`src/common/game_pkg.sv`:
```
// Game ROM package
// Download region map, SDRAM relocation bases, slot geometry and the
// packed bus types shared by the timing, download and ROM fetch blocks
`default_nettype none

package game_pkg;

    // Widths
    localparam int SDRAM_AW  = 22;
    localparam int SDRAM_DW  = 16;
    localparam int SLOT_AW   = 16;
    localparam int NUM_SLOTS = 3;
    localparam int SLOT_IW   = 2;
    localparam int PROM_AW   = 8;
    localparam int PROM_DW   = 4;

    // Byte addresses in the download stream
    localparam logic [SDRAM_AW-1:0] MAIN_START = 22'h00000;
    localparam logic [SDRAM_AW-1:0] SND_START  = 22'h20000;
    localparam logic [SDRAM_AW-1:0] CHAR_START = 22'h28000;
    localparam logic [SDRAM_AW-1:0] PROM_START = 22'h38000;
    localparam logic [SDRAM_AW-1:0] PROM_END   = PROM_START + 22'd256;

    // Word bases after relocation in SDRAM
    localparam logic [SDRAM_AW-1:0] MAIN_BASE = 22'h00000;
    localparam logic [SDRAM_AW-1:0] SND_BASE  = 22'h10000;
    localparam logic [SDRAM_AW-1:0] CHAR_BASE = 22'h20000;

    // Slot 0 main CPU, slot 1 sound CPU, slot 2 characters
    localparam logic [NUM_SLOTS-1:0][SDRAM_AW-1:0] SLOT_BASE = {
        CHAR_BASE, SND_BASE, MAIN_BASE
    };

    typedef enum logic [1:0] {
        REGION_MAIN,
        REGION_SND,
        REGION_CHAR,
        REGION_PROM
    } region_e;

    typedef enum logic [1:0] {
        ARB_IDLE,
        ARB_WAIT_ACK,
        ARB_WAIT_DATA
    } arb_state_e;

    typedef struct packed {
        logic               cs;
        logic [SLOT_AW-1:0] addr;
    } slot_req_t;

    typedef struct packed {
        logic                ok;
        logic [SDRAM_DW-1:0] data;
    } slot_rsp_t;

    typedef struct packed {
        logic                we;
        logic [SDRAM_AW-1:0] addr;
        logic [7:0]          data;
        logic [1:0]          mask;
    } prog_bus_t;

    typedef struct packed {
        logic                req;
        logic [SDRAM_AW-1:0] addr;
    } sdram_rd_t;

endpackage

`default_nettype wire

```
`src/hw/clock_reset_gen.sv`:
```
// Clock enables and game reset
// Derives the 12, 6 and 3 MHz enables from one counter on the 48 MHz
// clock and holds the game in reset until the ROM is ready
`timescale 1ns/10ps
`default_nettype none

module clock_reset_gen (
    input  wire  clk,
    input  wire  reset,
    input  wire  rom_ready,
    input  wire  downloading,
    output logic cen12,
    output logic cen6,
    output logic cen3,
    output logic rst_game
);

    logic [3:0] cen_cnt;
    logic       rst_dly;

    always_ff @(posedge clk) begin
        if (reset) begin
            cen_cnt <= 4'd0;
        end else begin
            cen_cnt <= cen_cnt + 4'd1;
        end
    end

    // One pulse per wrap of the relevant counter bits
    assign cen12 = &cen_cnt[1:0];
    assign cen6  = &cen_cnt[2:0];
    assign cen3  = &cen_cnt;

    // Two stage release after rom_ready, reloaded while downloading
    always_ff @(posedge clk) begin
        if (reset || !rom_ready) begin
            rst_dly  <= 1'b1;
            rst_game <= 1'b1;
        end else begin
            rst_dly  <= downloading;
            rst_game <= rst_dly;
        end
    end

endmodule

`default_nettype wire

```
`src/hw/game_rom_top.sv`:
```
// Game ROM top level
// Ties together the clock enable and reset unit, the download writer,
// the per slot ROM caches and the SDRAM arbiter
`timescale 1ns/10ps
`default_nettype none

module game_rom_top (
    input  wire                                             clk,
    input  wire                                             reset,
    // Download
    input  wire                                             downloading,
    input  wire  [game_pkg::SDRAM_AW-1:0]                   ioctl_addr,
    input  wire  [7:0]                                      ioctl_data,
    input  wire                                             ioctl_wr,
    output game_pkg::prog_bus_t                             prog,
    output logic                                            prom_we,
    output logic [game_pkg::PROM_AW-1:0]                    prom_addr,
    output logic [game_pkg::PROM_DW-1:0]                    prom_data,
    // ROM slots
    input  wire  game_pkg::slot_req_t [game_pkg::NUM_SLOTS-1:0] slot_req,
    output game_pkg::slot_rsp_t [game_pkg::NUM_SLOTS-1:0]   slot_rsp,
    // SDRAM read port
    output game_pkg::sdram_rd_t                             sdram,
    input  wire                                             sdram_ack,
    input  wire                                             data_rdy,
    input  wire  [game_pkg::SDRAM_DW-1:0]                   data_read,
    output logic                                            refresh_en,
    // Timing
    output logic                                            cen12,
    output logic                                            cen6,
    output logic                                            cen3,
    output logic                                            rst_game,
    output logic                                            rom_ready
);

    logic [game_pkg::NUM_SLOTS-1:0]                         need;
    logic [game_pkg::NUM_SLOTS-1:0][game_pkg::SDRAM_AW-1:0] slot_addr;
    logic [game_pkg::NUM_SLOTS-1:0]                         fill;
    logic [game_pkg::SDRAM_DW-1:0]                          fill_data;

    clock_reset_gen u_cen (
        .clk         (clk),
        .reset       (reset),
        .rom_ready   (rom_ready),
        .downloading (downloading),
        .cen12       (cen12),
        .cen6        (cen6),
        .cen3        (cen3),
        .rst_game    (rst_game)
    );

    prom_loader u_loader (
        .clk         (clk),
        .reset       (reset),
        .downloading (downloading),
        .ioctl_addr  (ioctl_addr),
        .ioctl_data  (ioctl_data),
        .ioctl_wr    (ioctl_wr),
        .prog        (prog),
        .prom_we     (prom_we),
        .prom_addr   (prom_addr),
        .prom_data   (prom_data)
    );

    for (genvar g = 0; g < game_pkg::NUM_SLOTS; g++) begin : g_slot
        rom_slot u_slot (
            .clk        (clk),
            .reset      (rst_game),
            .req        (slot_req[g]),
            .base       (game_pkg::SLOT_BASE[g]),
            .rsp        (slot_rsp[g]),
            .need       (need[g]),
            .sdram_addr (slot_addr[g]),
            .fill       (fill[g]),
            .fill_data  (fill_data)
        );
    end

    // Fixed priority SDRAM read arbiter with ready flag
    rom_arbiter u_arb (
        .clk         (clk),
        .reset       (reset),
        .downloading (downloading),
        .need        (need),
        .slot_addr   (slot_addr),
        .sdram       (sdram),
        .sdram_ack   (sdram_ack),
        .data_rdy    (data_rdy),
        .data_read   (data_read),
        .fill        (fill),
        .fill_data   (fill_data),
        .refresh_en  (refresh_en),
        .rom_ready   (rom_ready)
    );

endmodule

`default_nettype wire

```
`src/hw/prom_loader.sv`:
```
// Download writer
// Sorts the download byte stream into ROM regions, relocates them to
// their SDRAM word bases with byte lane masks, and diverts the priority
// PROM bytes to a separate write strobe
`timescale 1ns/10ps
`default_nettype none

module prom_loader (
    input  wire                              clk,
    input  wire                              reset,
    input  wire                              downloading,
    input  wire  [game_pkg::SDRAM_AW-1:0]    ioctl_addr,
    input  wire  [7:0]                       ioctl_data,
    input  wire                              ioctl_wr,
    output game_pkg::prog_bus_t              prog,
    output logic                             prom_we,
    output logic [game_pkg::PROM_AW-1:0]     prom_addr,
    output logic [game_pkg::PROM_DW-1:0]     prom_data
);

    game_pkg::region_e                 region;
    logic [game_pkg::SDRAM_AW-1:0]     region_start;
    logic [game_pkg::SDRAM_AW-1:0]     region_base;
    logic [game_pkg::SDRAM_AW-1:0]     offset;
    logic                              in_range;
    logic                              rom_wr;
    logic                              prom_wr;
    logic                              prog_we;
    logic [game_pkg::SDRAM_AW-1:0]     prog_addr;
    logic [7:0]                        prog_data;
    logic [1:0]                        prog_mask;

    always_comb begin
        if (ioctl_addr < game_pkg::SND_START) begin
            region       = game_pkg::REGION_MAIN;
            region_start = game_pkg::MAIN_START;
            region_base  = game_pkg::MAIN_BASE;
        end else if (ioctl_addr < game_pkg::CHAR_START) begin
            region       = game_pkg::REGION_SND;
            region_start = game_pkg::SND_START;
            region_base  = game_pkg::SND_BASE;
        end else if (ioctl_addr < game_pkg::PROM_START) begin
            region       = game_pkg::REGION_CHAR;
            region_start = game_pkg::CHAR_START;
            region_base  = game_pkg::CHAR_BASE;
        end else begin
            // PROM bytes stay on chip
            region       = game_pkg::REGION_PROM;
            region_start = game_pkg::PROM_START;
            region_base  = '0;
        end
    end

    assign offset   = ioctl_addr - region_start;
    assign in_range = ioctl_addr < game_pkg::PROM_END;
    assign rom_wr   = ioctl_wr && downloading && (region != game_pkg::REGION_PROM);
    assign prom_wr  = ioctl_wr && downloading && in_range
                      && (region == game_pkg::REGION_PROM);

    always_ff @(posedge clk) begin
        if (reset) begin
            prog_we <= 1'b0;
            prom_we <= 1'b0;
        end else begin
            prog_we <= rom_wr;
            prom_we <= prom_wr;
        end
    end

    always_ff @(posedge clk) begin
        if (ioctl_wr) begin
            prog_addr <= region_base + (offset >> 1);
            prog_data <= ioctl_data;
            // Even byte lands in the low lane, so the high lane is kept
            prog_mask <= offset[0] ? 2'b01 : 2'b10;
            prom_addr <= offset[game_pkg::PROM_AW-1:0];
            prom_data <= ioctl_data[game_pkg::PROM_DW-1:0];
        end
    end

    assign prog = '{we: prog_we, addr: prog_addr, data: prog_data, mask: prog_mask};

endmodule

`default_nettype wire

```
`src/rom/rom_arbiter.sv`:
```
// ROM arbiter
// Shares one SDRAM read port between the slots with fixed priority,
// lowest slot first. Also flags ROM ready after the download and
// tells the SDRAM controller when it may refresh
`timescale 1ns/10ps
`default_nettype none

module rom_arbiter (
    input  wire                                                  clk,
    input  wire                                                  reset,
    input  wire                                                  downloading,
    input  wire  [game_pkg::NUM_SLOTS-1:0]                       need,
    input  wire  [game_pkg::NUM_SLOTS-1:0][game_pkg::SDRAM_AW-1:0] slot_addr,
    output game_pkg::sdram_rd_t                                  sdram,
    input  wire                                                  sdram_ack,
    input  wire                                                  data_rdy,
    input  wire  [game_pkg::SDRAM_DW-1:0]                        data_read,
    output logic [game_pkg::NUM_SLOTS-1:0]                       fill,
    output logic [game_pkg::SDRAM_DW-1:0]                        fill_data,
    output logic                                                 refresh_en,
    output logic                                                 rom_ready
);

    game_pkg::arb_state_e            state;
    logic [game_pkg::SLOT_IW-1:0]    sel_idx;
    logic [game_pkg::SLOT_IW-1:0]    grant_idx;
    logic [game_pkg::SDRAM_AW-1:0]   grant_addr;
    logic                            any_need;
    logic                            start;

    assign any_need = |need;
    assign start    = (state == game_pkg::ARB_IDLE) && rom_ready && any_need;

    // Scan downwards so the lowest requesting slot wins
    always_comb begin
        sel_idx = '0;
        for (int i = game_pkg::NUM_SLOTS - 1; i >= 0; i--) begin
            if (need[i]) begin
                sel_idx = i[game_pkg::SLOT_IW-1:0];
            end
        end
    end

    always_ff @(posedge clk) begin
        if (reset) begin
            state     <= game_pkg::ARB_IDLE;
            rom_ready <= 1'b0;
        end else begin
            rom_ready <= !downloading;
            case (state)
                game_pkg::ARB_IDLE: begin
                    if (start) begin
                        state <= game_pkg::ARB_WAIT_ACK;
                    end
                end
                game_pkg::ARB_WAIT_ACK: begin
                    if (sdram_ack) begin
                        state <= game_pkg::ARB_WAIT_DATA;
                    end
                end
                game_pkg::ARB_WAIT_DATA: begin
                    if (data_rdy) begin
                        state <= game_pkg::ARB_IDLE;
                    end
                end
                default: state <= game_pkg::ARB_IDLE;
            endcase
        end
    end

    // Grant held for the whole access so other misses simply wait
    always_ff @(posedge clk) begin
        if (start) begin
            grant_idx  <= sel_idx;
            grant_addr <= slot_addr[sel_idx];
        end
    end

    assign sdram = '{req: state == game_pkg::ARB_WAIT_ACK, addr: grant_addr};

    always_comb begin
        fill = '0;
        if ((state == game_pkg::ARB_WAIT_DATA) && data_rdy) begin
            fill[grant_idx] = 1'b1;
        end
    end

    assign fill_data  = data_read;
    assign refresh_en = (state == game_pkg::ARB_IDLE) && !any_need;

endmodule

`default_nettype wire

```
`src/rom/rom_slot.sv`:
```
// ROM read slot
// Holds one cached SDRAM word for a client. A hit answers at once,
// a miss raises need towards the arbiter until the word is filled
`timescale 1ns/10ps
`default_nettype none

module rom_slot (
    input  wire                              clk,
    input  wire                              reset,
    input  wire  game_pkg::slot_req_t        req,
    input  wire  [game_pkg::SDRAM_AW-1:0]    base,
    output game_pkg::slot_rsp_t              rsp,
    output logic                             need,
    output logic [game_pkg::SDRAM_AW-1:0]    sdram_addr,
    input  wire                              fill,
    input  wire  [game_pkg::SDRAM_DW-1:0]    fill_data
);

    localparam int PAD_W = game_pkg::SDRAM_AW - game_pkg::SLOT_AW;

    logic [game_pkg::SLOT_AW-1:0]  cache_addr;
    logic [game_pkg::SDRAM_DW-1:0] cache_data;
    logic                          valid;
    logic                          hit;
    // Address of the word the arbiter was asked for
    logic [game_pkg::SLOT_AW-1:0]  pend_addr;
    logic                          pending;
    logic [game_pkg::SLOT_AW-1:0]  fetch_addr;

    assign hit  = valid && (cache_addr == req.addr);
    assign need = req.cs && !hit;
    assign rsp  = '{ok: req.cs && hit, data: cache_data};

    // Keep presenting the latched address while a fetch is in flight
    assign fetch_addr = pending ? pend_addr : req.addr;
    assign sdram_addr = base + {{PAD_W{1'b0}}, fetch_addr};

    always_ff @(posedge clk) begin
        if (reset) begin
            valid   <= 1'b0;
            pending <= 1'b0;
        end else begin
            if (fill) begin
                valid   <= 1'b1;
                pending <= 1'b0;
            end else if (need && !pending) begin
                pending <= 1'b1;
            end
        end
    end

    always_ff @(posedge clk) begin
        if (need && !pending) begin
            pend_addr <= req.addr;
        end
        if (fill) begin
            cache_addr <= pend_addr;
            cache_data <= fill_data;
        end
    end

endmodule

`default_nettype wire

```
`config.mk`:
```
export PLATFORM = sky130hd
export DESIGN_NAME = game_rom_top
export DESIGN_NICKNAME = d
export VERILOG_FILES = /design/src/common/game_pkg.sv /design/src/hw/clock_reset_gen.sv /design/src/hw/game_rom_top.sv /design/src/hw/prom_loader.sv /design/src/rom/rom_arbiter.sv /design/src/rom/rom_slot.sv
export SDC_FILE = /design/constraint.sdc
export NUM_CORES = 1
export LEC_CHECK = 0
export BUFFER_PORTS_ARGS = -buffer_cell sky130_fd_sc_hd__buf_4
export CAP_MARGIN = 20
export CORE_MARGIN = 2
export CORE_UTILIZATION = 57
export DETAILED_ROUTE_END_ITERATION = 6
export PLACE_DENSITY = 0.85
export SLEW_MARGIN = 20
export SYNTH_ARGS = -nofsm -noshare
export SYNTH_HDL_FRONTEND = slang
export SYNTH_SLANG_ARGS = --single-unit
```
`constraint.sdc`:
```
create_clock -name clk -period 7.1 [get_ports clk]
set_input_delay 1.42 -clock clk [delete_from_list [all_inputs] [get_ports clk]]
set_output_delay 1.42 -clock clk [all_outputs]
set_load 0.02 [all_outputs]
```
Yosys cells after proc, flatten, opt, wreduce, memory -nomap -nowiden. Index checks and enable logic that the tools add are counted.

Order comparisons: 7. Add/subtract/negate cells: 5. Equal/unequal tests: 10. Reductions and logical operators: 40. Multiplexer cells: 25.

Operators with widths (number): $mux W22 (5); $lt A22 B18 Y1 const B (4); $eq A16 B16 Y1 (3); $mux W16 (3); $bmux W22 S2 (1); $add A22 B21 Y22 (1); $sub A22 B22 Y22 (1); $logic_and A1 B1 Y1 (21); $add A18 B16 Y19 const A (1); $add A17 B16 Y18 const A (1); $mux W18 (1); $mux W2 (9); $mux W17 (1); $logic_not A1 Y1 (9); $lt A2 B3 Y1 const B (2); $pmux W2 S3 (1); $reduce_and A3 Y1 (2); $reduce_or A2 Y1 (3); $add A4 B1 Y4 const B (1); $eq A2 B2 Y1 const B (2); $ne A2 B1 Y1 const B (2); $ne A2 B2 Y1 const B (2); $reduce_and A4 Y1 (1); $mux W3 (1); other kinds (8) (9).

Logic and storage cells: 116. Register bits after elaboration: 229. Input port bits: 103. Output and inout bits: 126.

Logic depth before layout (Yosys ltp).
Depth in word-level cells: 9. Gate-level depth with buffers: 14.

Modules after synthesis. Synthesis repeated with hierarchy kept, for this count alone.

Cells, all modules: 948. Area, all modules: 11892.7 µm².

By module, submodules not included: rom_slot (area an instance 2874.0 µm², cells each 229, instances 3); rom_arbiter (area an instance 1527.7 µm², cells each 135, instances 1); prom_loader (area an instance 1519.0 µm², cells each 106, instances 1); clock_reset_gen (area an instance 216.5 µm², cells each 18, instances 1); game_rom_top (area an instance 7.5 µm², cells each 2, instances 1).

Worst setup path after synthesis. No wires, ideal clock.

Path kind: input-to-reg. Start: input port data_rdy. End: register g_slot[1].u_slot.cache_addr[0] (netlist name) (enable). Stages on the path: 2. Path buffers: 0. Required time: 6.627 ns. Arrival time: 4.052 ns. Setup slack: 2.575 ns. Cells stage by stage: nand3b_1 nor3b_1.

Cells in the longest elaborated chain, start to end: 2.

RTL lines: start, declared (line game_rom_top.sv:25) `input wire data_rdy,`; $logic_and A1 B1 Y1 (line rom_arbiter.sv:83) `if ((state == game_pkg::ARB_WAIT_DATA) && data_rdy) begin`; $mux W3 (line rom_arbiter.sv:83); via g_slot[1].u_slot.fill (line rom_slot.sv:15) `input wire fill,`; end signal, assigned (line rom_slot.sv:57) `cache_addr <= pend_addr;`; end, declared (line rom_slot.sv:21) `logic [game_pkg::SLOT_AW-1:0] cache_addr;`.

The timed path passes the listed nets, and every way through them passes these cells. A chain may end at the register's enable or synchronous reset.

Worst setup path after layout.
Start: input port slot_req[11] (netlist name). End: output port refresh_en.

Cells in the longest elaborated chain, start to end: 7.

RTL lines: start, declared (line game_rom_top.sv:20) `input wire game_pkg::slot_req_t [game_pkg::NUM_SLOTS-1:0] slot_req,`; $eq A16 B16 Y1 (line rom_slot.sv:30) `assign hit = valid && (cache_addr == req.addr);`; $logic_and A1 B1 Y1 (line rom_slot.sv:30); $logic_not A1 Y1 (line rom_slot.sv:31) `assign need = req.cs && !hit;`; $logic_and A1 B1 Y1 (line rom_slot.sv:31); $reduce_or A3 Y1 (line rom_arbiter.sv:31) `assign any_need = |need;`; $logic_not A1 Y1 (line rom_arbiter.sv:89) `assign refresh_en = (state == game_pkg::ARB_IDLE) && !any_need;`; $logic_and A1 B1 Y1 (line rom_arbiter.sv:89); end, declared (line game_rom_top.sv:27) `output logic refresh_en,`.

Every way passes these cells.

==> key figures <==
Detailed routing
  • Iter 0 DRT Violations: 464
  • Antenna Violating Nets Remaining: 0
  • Vias per cell: between 5 and 6
  • Met3 routed WL: ~1.9 mm
  • DRT Wirelength: around 21 mm
  • Drt drc: 0
  • Top sig layer: met4
  • WL/cell: around 22 µm
  • M1 WL: roughly 8.0 mm
  • Routed vias: slightly below 6000
  • Met2 routed WL: between 10 and 15 mm
  • 1st-pass router iterations: 5

Final layout
  • Area Growth Syn to Fin: 28.6%
  • Antenna Cells: 0
  • Share of layout cells above drive strength 1: 0.375
  • Nets@finish: approximately 900
  • Register area: 6230 µm²
  • Number of fill cells: between 800 and 900
  • Area of the multi-input gates: 2380 µm²

Critical path
  • Critical Path RT: 5680 ps
  • Most Frequent Cell on Critical Path: buf_4
  • R2R Setup Slk: 4030 ps
  • R2R depth: 6
  • Reg-to-Reg End: u_arb.grant_idx[0]$_DFFE_PP_
  • Worst-path cell chain: buf_4 > xor2_1 > nor4_2 > nand4_4 > o21ai_4 > nand3_1 > nor3_1 > buf_4
  • CP Launch Type: input pin
  • Slowest Stage Delay on Critical Path: 560 ps
  • Critical path capture point type: primary output
  • Worst Path Arrival: about 3700 ps
  • CP Buf/Inv Count: 2
  • Crit Path Class: input pin to primary output
  • Cell family with most CP delay: simple AND/OR/NAND/NOR gates
  • WP depth: 8
  • Crit Path Max Fanout: 19
  • Launch point of the worst reg-to-reg path: g_slot[0].u_slot.cache_addr[11]$_DFFE_PP_
  • Slowest cell on the critical path: o21ai_4

Outcome
  • Outcome: complete, no violations

Placed design
  • Detailed-placement wirelength estimate: 14.6 mm
  • Placer Congestion: around 0.85
  • Dpl ws: a little over 2000 ps
  • IO buf count: between 200 and 250

Floorplanning
  • Ports: around 230
  • FP Rows: 45
  • Die footprint: 16600 µm²
  • Initial Utilization: 0.585
  • Core Footprint: 15200 µm²
  • Die X: between 100 and 150 µm
  • Die H: 129 µm

Logic synthesis
  • Sequential-to-total area share from yosys stat: 0.700
  • Top cells by area, synth: edfxtp_1, xor2_1, dfxtp_1, mux2_2, mux2i_1
  • Cells after synthesis: approximately 570
  • Post-synthesis async set-or-reset flop share: 0
  • EDFF count, synth: ~200
  • Syn. warnings: 0
  • Avg Synthesized Cell Area: ~16 µm²
  • Number of synthesized register bits: ~210
  • Post-synthesis cell type count: 51
  • Dominant synthesized flop cell: edfxtp_1
  • Dominant cell type by area after synthesis: edfxtp_1
  • Yosys top cell area share: 0.662
  • Post-Syn Area: slightly below 9000 µm²

STA
  • Fmax: ~190 MHz
  • Fin Setup TNS: 0 ps
  • Final WS setup: 1970 ps
  • RSZ-0062 raised after global routing: false
  • Final hold vios: 0
  • Final period util: 0.722
  • Clock skew: roughly 17 ps
  • Slew @ Worst Pin: 1000 ps
  • Max_slew headroom: 0.331
  • Max Slew Vio Count: 0
  • Setup-failing EPs final: 0
  • Tmin final: approximately 5100 ps
  • WHS: 425 ps

Power
  • LEAKAGE: roughly 4.3 nW
  • PwrDens: between 200 and 300 nW/µm²
  • Final Power: 2.92 mW
  • Peak VDD IR: roughly 0.19 mV

Clocking
  • H-Tree Depth: 1
  • Post-CTS Setup Inserts: 0
  • Root buffer cell: clkbuf_16
  • Clock Tree Buf Depth: 3
  • Number of CTS-inserted buffers: 22
  • Sink Count: ~210
  • Post_cts resized: 0
  • Clk Latency, worst-skew pair: about 500 ps
  • Worst-path clk slew: around 60 ps
  • Cts-stage hold buffer count: 0
  • CTS tree: yes

Global routing
  • Initial antenna violation count: 0
  • Largest net degree at the start of global routing: 35
  • Vias in the first global route: between 5000 and 6000
  • Gr usage total: 0.251
  • GRT overflow: 0
  • First-pass GRT wire length: about 32 mm

Hold path
  • Hold-critical path endpoint: u_cen.rst_game$_SDFF_PP1_
  • Hold depth: 1
  • Worst Hold Launch: u_cen.rst_dly$_SDFF_PP1_
  • Worst min path class: register to register

Flow run
  • Max_cap viols: 0
[logic make-up (layout without fill, tap and decap cells)]
group,count (synthesis),after routing,share of synthesized area
flops,213,213,0.700
buf+inv,57,288,0.0346
other cells,1,4,0.000422
xor+xnor,57,57,0.0561
compound gates,96,96,0.0892
simple gates,100,100,0.0667
fa+ha+maj,9,9,0.0144
mux,32,32,0.0383
[per-layer routing]
layer / global-route usage / vias to the layer above
met5: 0 / -
met1: 0.315 / 2838
met2: 0.416 / 288
met3: 0.0703 / 62
met4: 0.0997 / 0
li1: - / 2579
[sequential cells by signal, indices dropped and copies added (netlist names)]
register and flops:
u_loader.prom_we 1, g_slot.u_slot.valid 3, g_slot.u_slot.pending 3, u_loader.prog_we 1, u_loader.prog_data 8, g_slot.u_slot.cache_data 48, u_cen.rst_game 1, u_loader.prog_mask 2
u_arb.grant_idx 2, u_cen.rst_dly 1, u_arb.state 2, u_arb.rom_ready 1, u_cen.cen_cnt 4, g_slot.u_slot.cache_addr 48, u_arb.grant_addr 18, u_loader.prog_addr 22
g_slot.u_slot.pend_addr 48
[cells in the final DEF (no fill, tap or decap), drive strengths merged, types with 2 or more instances in the layout]
master / synthesis / layout
nor4: 12 / 12
a211oi: 17 / 17
mux2: 16 / 16
o21ba: 16 / 16
nand3b: 2 / 2
nand3: 4 / 4
conb: 1 / 4
dfxtp: 17 / 17
fa: 2 / 2
o31ai: 17 / 17
nand2b: 3 / 3
o211ai: 16 / 16
xnor2: 15 / 15
nand4: 3 / 3
bufinv: 0 / 4
buf: 28 / 234
nor2b: 22 / 22
mux2i: 16 / 16
o21ai: 5 / 5
a32oi: 16 / 16
and3: 2 / 2
and2: 2 / 2
nor3: 12 / 12
a21oi: 3 / 3
inv: 14 / 14
nor2: 24 / 24
nor3b: 3 / 3
edfxtp: 196 / 196
clkbuf: 14 / 28
clkinv: 1 / 7
ha: 7 / 7
nand2: 7 / 7
xor2: 42 / 42
[cells in the mapped netlist (all sizes together), types with 2 or more instances]
master / count
edfxtp: 196
xor2: 42
a211oi: 17
clkbuf: 14
mux2: 16
nand2: 7
nor3: 12
o21ai: 5
inv: 14
nand3: 4
nand3b: 2
dfxtp: 17
o21ba: 16
nand4: 3
fa: 2
o211ai: 16
mux2i: 16
o31ai: 17
nor4: 12
nor2: 24
a21oi: 3
buf: 28
ha: 7
nor2b: 22
and2: 2
and3: 2
xnor2: 15
a32oi: 16
nor3b: 3
nand2b: 3
[power breakdown]
group	switching [mW]	total [mW]	internal, mW
clock network	0.467	1.22	0.756
logic	0.143	0.261	0.117
registers	0.0207	1.44	1.42
[worst reg2reg max path: stages, from the launching register on]
cell and delay, ps:
edfxtp_1 370, xor2_1 170, nor4_2 430, nand4_4 360, o21ai_4 570, nand3_1 240
and3_1 540
[worst max path at each step]
stage | slack, ps | start | end
2_1_floorplan | 2580 | data_rdy | g_slot[1].u_slot.cache_addr[0]$_DFFE_PP_
3_3_place_gp | 2120 | slot_req[0] | refresh_en
3_5_place_dp | 2070 | slot_req[11] | refresh_en
4_1_cts | 2010 | slot_req[11] | refresh_en
5_1_grt | 1870 | slot_req[11] | refresh_en
6_report | 1970 | slot_req[11] | refresh_en
[through the flow]
step	cells	instance area, µm²	utilization
finish	987	11400	0.752
global route	987	11400	0.752
CTS	987	11400	0.752
detailed placement	948	10700	0.701
global placement	948	10700	0.701
floorplan	568	8900	-
[cell type report]
type                            instances  share of cell area
Inverter                               15             0.00493
Sequential cell                       213               0.545
Multi-Input combinational cell        298               0.209
Clock inverter                         11              0.0137
Tap cell                              188              0.0206
Clock buffer                           28              0.0537
Timing Repair Buffer                  234               0.154
(Power assumes the default switching activity.)
